--- config.mk ---
export PLATFORM = sky130hd
export DESIGN_NAME = expu_top
export DESIGN_NICKNAME = d
export VERILOG_FILES = /design/src/expu_pkg.sv /design/src/expu_decode.sv /design/src/expu_execute.sv /design/src/expu_result.sv /design/src/expu_row.sv /design/src/expu_pipe_ctrl.sv /design/src/expu_top.sv
export VERILOG_INCLUDE_DIRS = /design/src
export SDC_FILE = /design/constraint.sdc
export NUM_CORES = 1
export LEC_CHECK = 0
export ABC_AREA = 1
export BUFFER_PORTS_ARGS = -buffer_cell sky130_fd_sc_hd__buf_2
export CAP_MARGIN = 10
export CORE_ASPECT_RATIO = 1.2
export CORE_UTILIZATION = 60
export DETAILED_ROUTE_END_ITERATION = 8
export PLACE_DENSITY = 0.8
export SYNTH_ARGS = -nofsm -noshare
export SYNTH_HDL_FRONTEND = slang
export SYNTH_HIERARCHICAL = 1
export SYNTH_SLANG_ARGS = --single-unit
--- constraint.sdc ---
create_clock -name clk_i -period 5.6 [get_ports clk_i]
set_input_delay 0 -clock clk_i [delete_from_list [all_inputs] [get_ports clk_i]]
set_output_delay 0 -clock clk_i [all_outputs]
set_load 0.01 [all_outputs]
--- src/expu_config.svh ---
`ifndef EXPU_CONFIG_SVH
`define EXPU_CONFIG_SVH

// Lanes per vector.
`define EXPU_N_ROWS 4

// Pipeline registers per lane.
`define EXPU_NUM_STAGES 3

// Signed Q8.8 operand format.
`define EXPU_FIX_WIDTH 16
`define EXPU_FIX_FRAC 8

// Integer part of the scaled product.
`define EXPU_INT_WIDTH 9

// log2(e) in Q2.10, unsigned.
`define EXPU_LOG2E_WIDTH 12
`define EXPU_LOG2E_FRAC 10
`define EXPU_LOG2E_Q10 12'd1477

`endif

--- src/expu_pkg.sv ---
`include "expu_config.svh"

package expu_pkg;

    // Brain float 16.
    typedef struct packed {
        logic       sign;
        logic [7:0] exponent;
        logic [6:0] mantissa;
    } bf16_t;

    // Operand class decided at decode and carried to the result stage.
    typedef enum logic [2:0] {
        NORMAL,
        SAT_POS,
        SAT_NEG,
        POS_INF,
        NEG_INF,
        NAN
    } expu_class_e;

    // Decode to execute.
    typedef struct packed {
        expu_class_e                        cls;
        logic signed [`EXPU_FIX_WIDTH-1:0]  x;
    } expu_dec_t;

    // Execute to result.
    typedef struct packed {
        expu_class_e                        cls;
        logic signed [`EXPU_INT_WIDTH-1:0]  int_part;
        logic [`EXPU_FIX_FRAC-1:0]          frac;
    } expu_exe_t;

    // Request identifier.
    typedef logic [7:0] expu_tag_t;

endpackage

--- src/expu_decode.sv ---
`timescale 1ns/1ps
`include "expu_config.svh"

module expu_decode (
    input  expu_pkg::bf16_t     op_i,
    output expu_pkg::expu_dec_t dec_o
);

    import expu_pkg::*;

    // Exponent at which the significand lands unshifted in Q8.8.
    localparam int unsigned BIAS_SHIFT = 127 + 7 - `EXPU_FIX_FRAC;
    // First exponent whose magnitude no longer fits the signed format.
    localparam int unsigned SAT_EXP    = 127 + `EXPU_FIX_WIDTH - 1 - `EXPU_FIX_FRAC;

    logic [`EXPU_FIX_WIDTH-1:0] sig;
    logic [`EXPU_FIX_WIDTH-1:0] mag;

    assign sig = {{(`EXPU_FIX_WIDTH - 8){1'b0}}, 1'b1, op_i.mantissa};

    // Variable shift into fixed point, truncating toward zero.
    always_comb begin
        if (op_i.exponent >= 8'(BIAS_SHIFT)) begin
            mag = sig << (op_i.exponent - 8'(BIAS_SHIFT));
        end else begin
            mag = sig >> (8'(BIAS_SHIFT) - op_i.exponent);
        end
    end

    always_comb begin
        dec_o.cls = NORMAL;
        dec_o.x   = '0;
        if (op_i.exponent == 8'hff) begin
            if (op_i.mantissa != '0) begin
                dec_o.cls = NAN;
            end else if (op_i.sign) begin
                dec_o.cls = NEG_INF;
            end else begin
                dec_o.cls = POS_INF;
            end
        end else if (op_i.exponent >= 8'(SAT_EXP)) begin
            dec_o.cls = op_i.sign ? SAT_NEG : SAT_POS;
        end else if (op_i.exponent != 8'h00) begin
            // Zero and denormals keep x at 0.
            dec_o.x = op_i.sign ? -mag : mag;
        end
    end

endmodule

--- src/expu_execute.sv ---
`timescale 1ns/1ps
`include "expu_config.svh"

module expu_execute (
    input  expu_pkg::expu_dec_t dec_i,
    output expu_pkg::expu_exe_t exe_o
);

    import expu_pkg::*;

    localparam int unsigned PROD_WIDTH = `EXPU_FIX_WIDTH + `EXPU_LOG2E_WIDTH + 1;
    localparam int unsigned T_WIDTH    = PROD_WIDTH - `EXPU_LOG2E_FRAC;

    logic signed [`EXPU_LOG2E_WIDTH:0] log2e;
    logic signed [PROD_WIDTH-1:0]      prod;
    logic signed [PROD_WIDTH-1:0]      prod_scaled;
    logic signed [T_WIDTH-1:0]         t;

    // Zero-extended so the product stays signed.
    assign log2e = $signed({1'b0, `EXPU_LOG2E_Q10});

    assign prod = dec_i.x * log2e;

    // Back to Q8.8; arithmetic shift floors.
    assign prod_scaled = prod >>> `EXPU_LOG2E_FRAC;
    assign t           = prod_scaled[T_WIDTH-1:0];

    // |t| stays below 2^16, so the upper bits are plain sign copies.
    always_comb begin
        exe_o.cls      = dec_i.cls;
        exe_o.int_part = t[`EXPU_FIX_FRAC +: `EXPU_INT_WIDTH];
        exe_o.frac     = t[`EXPU_FIX_FRAC-1:0];
    end

endmodule

--- src/expu_result.sv ---
`timescale 1ns/1ps

module expu_result (
    input  expu_pkg::expu_exe_t exe_i,
    output expu_pkg::bf16_t     res_o
);

    import expu_pkg::*;

    localparam bf16_t RES_QNAN = '{sign: 1'b0, exponent: 8'hff, mantissa: 7'h40};
    localparam bf16_t RES_INF  = '{sign: 1'b0, exponent: 8'hff, mantissa: 7'h00};
    localparam bf16_t RES_ZERO = '{sign: 1'b0, exponent: 8'h00, mantissa: 7'h00};

    logic signed [9:0] exp_biased;
    logic              underflow;
    logic              overflow;

    assign exp_biased = $signed({exe_i.int_part[8], exe_i.int_part}) + 10'sd127;

    // No denormal outputs.
    assign underflow  = exp_biased <= 10'sd0;
    assign overflow   = exp_biased >= 10'sd255;

    always_comb begin
        unique case (exe_i.cls)
            NAN: begin
                res_o = RES_QNAN;
            end
            POS_INF, SAT_POS: begin
                res_o = RES_INF;
            end
            NEG_INF, SAT_NEG: begin
                res_o = RES_ZERO;
            end
            default: begin
                if (underflow) begin
                    res_o = RES_ZERO;
                end else if (overflow) begin
                    res_o = RES_INF;
                end else begin
                    // Fraction used directly as mantissa, truncated.
                    res_o.sign     = 1'b0;
                    res_o.exponent = exp_biased[7:0];
                    res_o.mantissa = exe_i.frac[7:1];
                end
            end
        endcase
    end

endmodule

--- src/expu_row.sv ---
`timescale 1ns/1ps
`include "expu_config.svh"

module expu_row (
    input  logic                        clk_i,
    input  logic                        rst_ni,
    input  logic                        clear_i,
    input  logic [`EXPU_NUM_STAGES-1:0] stage_en_i,
    input  expu_pkg::bf16_t             op_i,
    output expu_pkg::bf16_t             res_o
);

    import expu_pkg::*;

    expu_dec_t dec_d;
    expu_dec_t dec_q;
    expu_exe_t exe_d;
    expu_exe_t exe_q;
    bf16_t     res_d;
    bf16_t     res_q;

    expu_decode i_decode (
        .op_i  (op_i),
        .dec_o (dec_d)
    );

    expu_execute i_execute (
        .dec_i (dec_q),
        .exe_o (exe_d)
    );

    expu_result i_result (
        .exe_i (exe_q),
        .res_o (res_d)
    );

    // One register per stage, each loaded by its own enable.
    always_ff @(posedge clk_i or negedge rst_ni) begin
        if (!rst_ni) begin
            dec_q <= '0;
            exe_q <= '0;
            res_q <= '0;
        end else if (clear_i) begin
            dec_q <= '0;
            exe_q <= '0;
            res_q <= '0;
        end else begin
            if (stage_en_i[0]) begin
                dec_q <= dec_d;
            end
            if (stage_en_i[1]) begin
                exe_q <= exe_d;
            end
            if (stage_en_i[2]) begin
                res_q <= res_d;
            end
        end
    end

    assign res_o = res_q;

endmodule

--- src/expu_pipe_ctrl.sv ---
`timescale 1ns/1ps
`include "expu_config.svh"

module expu_pipe_ctrl #(
    parameter int unsigned N_ROWS   = 1,
    parameter type         TAG_TYPE = expu_pkg::expu_tag_t
) (
    input  logic                                       clk_i,
    input  logic                                       rst_ni,
    input  logic                                       clear_i,
    input  logic                                       enable_i,
    input  logic                                       valid_i,
    input  logic                                       ready_i,
    input  logic [N_ROWS-1:0]                          strb_i,
    input  TAG_TYPE                                    tag_i,
    output logic                                       valid_o,
    output logic                                       ready_o,
    output logic [N_ROWS-1:0]                          strb_o,
    output TAG_TYPE                                    tag_o,
    output logic                                       busy_o,
    output logic [N_ROWS-1:0][`EXPU_NUM_STAGES-1:0]    stage_en_o
);

    localparam int unsigned NS = `EXPU_NUM_STAGES;

    typedef struct packed {
        logic              valid;
        logic [N_ROWS-1:0] strb;
        TAG_TYPE           tag;
    } slot_t;

    // Slot 0 is the input port, slots 1..NS are the registers.
    slot_t [NS:0]   slot;
    slot_t [NS-1:0] slot_q;
    logic  [NS-1:0] move;
    logic  [NS-1:0] occupied;

    assign slot[0]    = '{valid: valid_i, strb: strb_i, tag: tag_i};
    assign slot[NS:1] = slot_q;

    // Register j loads when it is empty or drains itself.
    always_comb begin
        move[NS-1] = ready_i | ~slot_q[NS-1].valid;
        for (int j = NS - 2; j >= 0; j--) begin
            move[j] = move[j+1] | ~slot_q[j].valid;
        end
    end

    // Only strobed lanes of valid items clock their datapath.
    always_comb begin
        for (int r = 0; r < N_ROWS; r++) begin
            for (int j = 0; j < NS; j++) begin
                stage_en_o[r][j] = enable_i & move[j] & slot[j].valid & slot[j].strb[r];
            end
        end
    end

    always_ff @(posedge clk_i or negedge rst_ni) begin
        if (!rst_ni) begin
            slot_q <= '0;
        end else if (clear_i) begin
            slot_q <= '0;
        end else if (enable_i) begin
            for (int j = 0; j < NS; j++) begin
                if (move[j]) begin
                    slot_q[j] <= slot[j];
                end
            end
        end
    end

    always_comb begin
        for (int j = 0; j < NS; j++) begin
            occupied[j] = slot_q[j].valid;
        end
    end

    assign valid_o = slot[NS].valid;
    assign strb_o  = slot[NS].strb;
    assign tag_o   = slot[NS].tag;
    assign ready_o = enable_i & move[0];
    assign busy_o  = |occupied;

endmodule

--- src/expu_top.sv ---
`timescale 1ns/1ps
`include "expu_config.svh"

module expu_top (
    input  logic                                    clk_i,
    input  logic                                    rst_ni,
    input  logic                                    clear_i,
    input  logic                                    enable_i,
    input  logic                                    valid_i,
    input  logic                                    ready_i,
    input  logic [`EXPU_N_ROWS-1:0]                 strb_i,
    input  expu_pkg::bf16_t [`EXPU_N_ROWS-1:0]      op_i,
    input  expu_pkg::expu_tag_t                     tag_i,
    output logic                                    valid_o,
    output logic                                    ready_o,
    output logic [`EXPU_N_ROWS-1:0]                 strb_o,
    output expu_pkg::expu_tag_t                     tag_o,
    output expu_pkg::bf16_t [`EXPU_N_ROWS-1:0]      res_o,
    output logic                                    busy_o
);

    logic [`EXPU_N_ROWS-1:0][`EXPU_NUM_STAGES-1:0] stage_en;

    expu_pipe_ctrl #(
        .N_ROWS   (`EXPU_N_ROWS),
        .TAG_TYPE (expu_pkg::expu_tag_t)
    ) i_pipe_ctrl (
        .clk_i      (clk_i),
        .rst_ni     (rst_ni),
        .clear_i    (clear_i),
        .enable_i   (enable_i),
        .valid_i    (valid_i),
        .ready_i    (ready_i),
        .strb_i     (strb_i),
        .tag_i      (tag_i),
        .valid_o    (valid_o),
        .ready_o    (ready_o),
        .strb_o     (strb_o),
        .tag_o      (tag_o),
        .busy_o     (busy_o),
        .stage_en_o (stage_en)
    );

    // One datapath per lane.
    for (genvar r = 0; r < `EXPU_N_ROWS; r++) begin : gen_rows
        expu_row i_row (
            .clk_i      (clk_i),
            .rst_ni     (rst_ni),
            .clear_i    (clear_i),
            .stage_en_i (stage_en[r]),
            .op_i       (op_i[r]),
            .res_o      (res_o[r])
        );
    end

endmodule

==> results by group, run 1 <==
Status
  • Outcome: complete, but fails checks
  • Violated checks: design-rule violations

Placement
  • GP Congestion: 0.9286
  • Hpwl dp: 65,570 microns
  • Port Buffers: 160
  • Cell Area, Placed: 34,960 sq um

Global routing
  • Initial antenna violation count: 0
  • Grt ovf: 0
  • GR Util All Layers: 28.49%
  • Largest net degree at the start of global routing: 159
  • First-pass GRT wire length: 138,700 microns
  • Vias in the first global route: 29,656

Layout
  • Area Growth Syn to Fin: 5.211%
  • Layout cells sized above 1: 11.54%
  • Highest-count cells in the layout ignoring fill and taps: 1,355 x nand2_1, 735 x inv_1, 533 x nand3_1, 352 x ha_1, 336 x nor2_1
  • Fillers: 5,062
  • Commonest non-fill, non-tap cell in the layout: nand2_1
  • Finished Cell Area: 36,150 sq um
  • NumNets Final: 5,572
  • Diode count: 0

Logic synthesis
  • Synth warnings: 6
  • Syn_nets: 5,502
  • Cell Area, Synth: 34,360 sq um
  • Cells after Synth: 4,856
  • Synthesized area per cell: 7.075 sq um

Clock tree
  • H-tree levels: 1
  • Worst skew pair latency: 570 ps
  • CTS tree: done
  • Post-CTS setup buffers: 0
  • Max Root-Sink Buffers: 3
  • CTS Sinks: 255
  • CTS root buf: clkbuf_16
  • Clock transition at the registers of the reported paths: 60 ps
  • Clock buffers created by TritonCTS: 28

Worst setup path
  • Setup crit end kind: register
  • Setup crit start kind: register
  • Worst path required time: 6100 ps
  • CP Max Fanout: 5
  • Crit path kind: register to register
  • Critical Path AT: 5330 ps

STA
  • FMAX: 0.2074 GHz
  • RSZ-0062 raised after global routing: false
  • Final worst-path cycle share: 86.10%
  • Final Skew: 13.20 ps
  • Hold slack: 8.066 ps
  • Worst-Margin Slew: 1175 ps
  • Tmin final: 4822 ps
  • Pins Over Slew Limit: 0
  • Setup TNS: 0 ps
  • Final hold vios: 0
  • Slew headroom: 21.35%
  • Final setup viols: 0

Flow run
  • MaxCap Viol Count: 0

Die
  • Core box area: 56,340 sq um
  • Die ar.: 58,230 sq um
  • Die Width: 220.4 microns
  • Starting Density: 60.98%
  • Rows: 95
  • Die Ht: 264.1 microns
  • Top Ports: 161

Drt
  • Vias: 30,558
  • DRC: 20
  • Wirelength per Cell: 14.41 microns
  • Initial drt markers: 2,057
  • Detailed-route wire length: 81,740 microns
  • Initial DRT Pass Iterations: 9
  • Via density: 5.386
  • ANT nets after route: 0

Power and ir drop
  • Leakage: 21.05 nW
  • Max IR drop VDD: 0.0002246 V
  • PwrDens: 139.4 nW/um^2

Worst hold path
  • HP Class: input pin to register
==> final cells by class <==
type | instances | area, sq um | share of cell area [%]
repair buffers | 204 | 1219 | 3.371
well taps | 727 | 909.6 | 2.516
multi-input cells | 3639 | 23710 | 65.59
inverters | 798 | 3015 | 8.342
flip-flops and latches | 255 | 6381 | 17.65
clock buffers | 35 | 788.3 | 2.181
clock inverters | 16 | 126.4 | 0.3496
==> where the power goes <==
part | internal [mW] | switching [mW] | leakage, nW
Sequential | 1.86 | 0.0245 | 3.55
Combinational | 0.425 | 0.867 | 17.0
Clock | 1.05 | 0.814 | 0.460
Total | 3.33 | 1.71 | 21.1
==> metrics by stage <==
stage	util [%]	cells	worst slack, ps	total power [mW]
4_1_cts	64.13	5672	792.9	5.073
5_1_grt	64.16	5674	463.2	5.323
2_1_floorplan	-	4856	1320	2.913
3_3_place_gp	62.05	5595	945.9	3.160
6_report	64.16	5674	778.3	5.040
3_5_place_dp	62.05	5595	864.0	3.185
==> state kept, by name (all words and copies together), names as in the netlist <==
name                  cells
gen_rows.i_row/dec_q     76
gen_rows.i_row/exe_q     76
gen_rows.i_row/res_o     64
i_pipe_ctrl/occupied      2
i_pipe_ctrl/slot         24
i_pipe_ctrl/strb_o        4
i_pipe_ctrl/tag_o         8
i_pipe_ctrl/valid_o       1
==> routing by layer <==
metal	vias to the layer above	routed length, microns	global-route usage, %
met4	0	2009	7.400
met1	14341	35010	35.91
li1	15494	-	-
met5	-	0	0
met2	592	41440	51.71
met3	131	3277	2.291
==> worst max-delay path, cell delays in order, from the launching register on <==
cell     delay (ps)
dfrtp_1         500
inv_1           190
fa_1            560
inv_1            60
ha_1            300
fa_1            560
inv_1            60
fa_1            510
fa_1            550
inv_1            40
ha_1            350
nand2_1         100
nor2_1          100
inv_1            70
a21oi_1         150
nor2_1           70
nand2_2         110
nand3_2          80
nand2_1          90
nand2_1          60
nand2_1          60
nand3_1          70
nand2_1         100
==> repair_timing <==
item                      4_1_cts  5_1_grt
gates resized for setup         0        0
hold buffers                   26        0
hold endpoints to repair      154        0
==> final timing paths <==
check / to / slack [ps] / depth (start not counted) / from
setup / recovery: gen_rows[2].i_row/exe_q[16] / 780 / 22 / gen_rows[2].i_row/dec_q[6]
hold reg to reg: gen_rows[3].i_row/res_o[12] / 460 / 2 / gen_rows[3].i_row/res_o[12]
max in group asynchronous: gen_rows[2].i_row/dec_q[17] / 4190 / 3 / rst_ni
hold / removal: gen_rows[0].i_row/dec_q[17] / 8 / 5 / op_i[14]
min in group asynchronous: gen_rows[3].i_row/exe_q[2] / 60 / 2 / rst_ni
setup reg to reg: gen_rows[2].i_row/exe_q[16] / 780 / 22 / gen_rows[2].i_row/dec_q[6]
No activity file was read; power rests on OpenSTA's default activity.
==> run 2, diff against run 1 <==
--- a/config.mk
+++ b/config.mk
@@ -10,6 +10,7 @@
 export BUFFER_PORTS_ARGS = -buffer_cell sky130_fd_sc_hd__buf_2
 export CAP_MARGIN = 10
 export CORE_ASPECT_RATIO = 1.2
+export CORE_MARGIN = 10
 export CORE_UTILIZATION = 60
 export DETAILED_ROUTE_END_ITERATION = 8
 export PLACE_DENSITY = 0.8
==> run 2 against run 1 <==
- total power grew 2.2%
- sequential share of layout area fell by 0.063 points
- largest cell class unchanged
- setup slack improved by 99 ps
- die area rose by 16%
- the flow now finishes without violations
- sequential cell count is the same
- combinational power hardly changed
- via count down 0.28%
- largest power group is now the clock network
- utilization is 0.44 points lower
==> results by group, run 2 (synthesis gave the netlist of run 1 again) <==
Worst hold path
  • WHS Endpoint: gen_rows[0].i_row/dec_q[17]
  • HP Class: input pin to register
  • Hold Path Origin: op_i[13]
  • Hold path depth: 5

STA
  • Final worst-path cycle share: 84.33%
  • Final setup viols: 0
  • Final hold vios: 0
  • Pins Over Slew Limit: 0
  • Worst-Margin Slew: 1207 ps
  • Slew headroom: 19.24%
  • Setup TNS: 0 ps
  • Final Skew: 12.84 ps
  • RSZ-0062 raised after global routing: false
  • FMAX: 0.2118 GHz
  • Tmin final: 4722 ps
  • Setup WS post-layout: 877.6 ps

Worst setup path
  • Most used cell, CP: inv_1
  • Worst path cell trace: inv_1, fa_1, inv_1, ha_1, fa_1, inv_1, fa_1, fa_1, inv_1, ha_1, nand2_1, nor2_1, inv_1, nor3_2, nand2_1, nand2_2, nand3_2, nand3b_1, nand2_1, nand3_1, nand2_1
  • CP max-delay cell: fa_1
  • Worst flop-to-flop path endpoint: gen_rows[2].i_row/exe_q[16]
  • Setup crit start kind: register
  • Setup crit end kind: register
  • Crit path max-delay family: adder cells
  • Worst path required time: 6060 ps
  • FF-to-FF path depth: 21
  • Buffers plus inverters on the worst setup path: 5
  • Flop-to-flop setup slack: 880 ps
  • Critical Path Max Stage Delay: 560 ps
  • Worst r2r src: gen_rows[2].i_row/dec_q[6]
  • Crit path kind: register to register
  • Critical Path AT: 5180 ps
  • CP Max Fanout: 5

Global routing
  • Initial antenna violation count: 0
  • GR Util All Layers: 24.32%
  • Gr busiest metal: met2
  • GR Layer Usage met1: 30.56%
  • Largest net degree at the start of global routing: 159
  • Met2 Track Usage GR: 43.57%
  • Met3 Use GR: 2.212%
  • Vias in the first global route: 29,654
  • First-pass GRT wire length: 139,400 microns
  • Grt ovf: 0

Die
  • Die ar.: 67,270 sq um
  • Die Width: 238.4 microns
  • Die Ht: 282.1 microns
  • Starting Density: 60.35%
  • Core box area: 56,930 sq um
  • Top Ports: 161
  • Rows: 96

Clock tree
  • Max Root-Sink Buffers: 3
  • CTS root buf: clkbuf_16
  • CTS Sinks: 255
  • Worst skew pair latency: 580 ps
  • Post-CTS setup buffers: 0
  • Clock buffers created by TritonCTS: 27
  • Post-CTS Hold Buffers: 31
  • Clock transition at the registers of the reported paths: 60 ps
  • PostCTS Resize Cnt: 0
  • H-tree levels: 1
  • CTS tree: done

Layout
  • NumNets Final: 5,576
  • Layout cells sized above 1: 11.49%
  • Fillers: 5,096
  • Reg area: 6381 sq um
  • Area Growth Syn to Fin: 5.586%
  • Commonest non-fill, non-tap cell in the layout: nand2_1
  • Multi-input combinational cell area: 23,710 sq um
  • Finished Cell Area: 36,280 sq um
  • Highest-count cells in the layout ignoring fill and taps: 1,355 x nand2_1, 735 x inv_1, 533 x nand3_1, 352 x ha_1, 337 x nor2_1

Placement
  • GP Congestion: 0.9294
  • Hpwl dp: 66,260 microns
  • Place WS: 899.4 ps
  • Port Buffers: 160
  • Cell Area, Placed: 34,970 sq um

Drt
  • Wirelength per Cell: 14.43 microns
  • DRC: 0
  • ANT nets after route: 0
  • Vias: 30,471
  • Initial DRT Pass Iterations: 6
  • Initial drt markers: 1,875
  • Via density: 5.357
  • Detailed-route wire length: 82,080 microns

Power and ir drop
  • Leakage: 21.10 nW
  • Max IR drop VDD: 0.0002249 V
  • PwrDens: 142.0 nW/um^2

Status
  • Outcome: finished, final reports clean

Flow run
  • MaxCap Viol Count: 0
run 2: layout make-up:
| type | count | area share (%) |
|---|---|---|
| Tap cell | 735 | 2.535 |
| Timing Repair Buffer | 209 | 3.497 |
| Sequential cell | 255 | 17.59 |
| Multi-Input combinational cell | 3639 | 65.35 |
| Antenna cell | 2 | 0.01380 |
| Clock buffer | 34 | 2.073 |
| Clock inverter | 16 | 0.6312 |
| Inverter | 798 | 8.312 |
run 2: stage by stage:
| step | cells | hold WS [ps] | power [mW] | util (%) |
|---|---|---|---|---|
| after global placement | 5604 | 84.09 | 3.158 | 61.43 |
| final | 5688 | 31.98 | 5.152 | 63.72 |
| after floorplan | 4856 | -295.6 | 2.913 | - |
| after CTS | 5685 | 3.875 | 5.190 | 63.70 |
| after global routing | 5686 | 79.54 | 5.443 | 63.71 |
| after detailed placement | 5604 | 98.18 | 3.182 | 61.43 |
run 2: layer usage:
metal	part of all wire, %	routed length [microns]
met1	43	35700
met2	49	40510
met3	4.3	3552
met4	2.8	2315
met5	0	0
run 2: report_power, final:
| part | switching (mW) | leakage (nW) | internal, mW | total, mW |
|---|---|---|---|---|
| clock | 0.791 | 0.479 | 1.19 | 1.98 |
| combinational | 0.864 | 17.1 | 0.425 | 1.29 |
| sequential | 0.0240 | 3.55 | 1.86 | 1.89 |
run 2: worst max path at each step:
stage,startpoint,endpoint,slack (ps),cells past startpoint
2_1_floorplan,gen_rows[2].i_row/dec_q[8],gen_rows[2].i_row/exe_q[15],1320,19
6_report,gen_rows[2].i_row/dec_q[6],gen_rows[2].i_row/exe_q[16],880,21
5_1_grt,gen_rows[2].i_row/dec_q[8],gen_rows[2].i_row/exe_q[13],560,20
4_1_cts,gen_rows[2].i_row/dec_q[6],gen_rows[2].i_row/exe_q[16],890,21
3_3_place_gp,gen_rows[2].i_row/dec_q[6],gen_rows[2].i_row/exe_q[16],930,22
3_5_place_dp,gen_rows[2].i_row/dec_q[6],gen_rows[2].i_row/exe_q[15],900,19
run 2: worst min-delay path: cells and delay by family:
kind / cells / cell delay, ps
buf+inv: 1 / 140
simple gates: 3 / 310
compound gates: 1 / 110
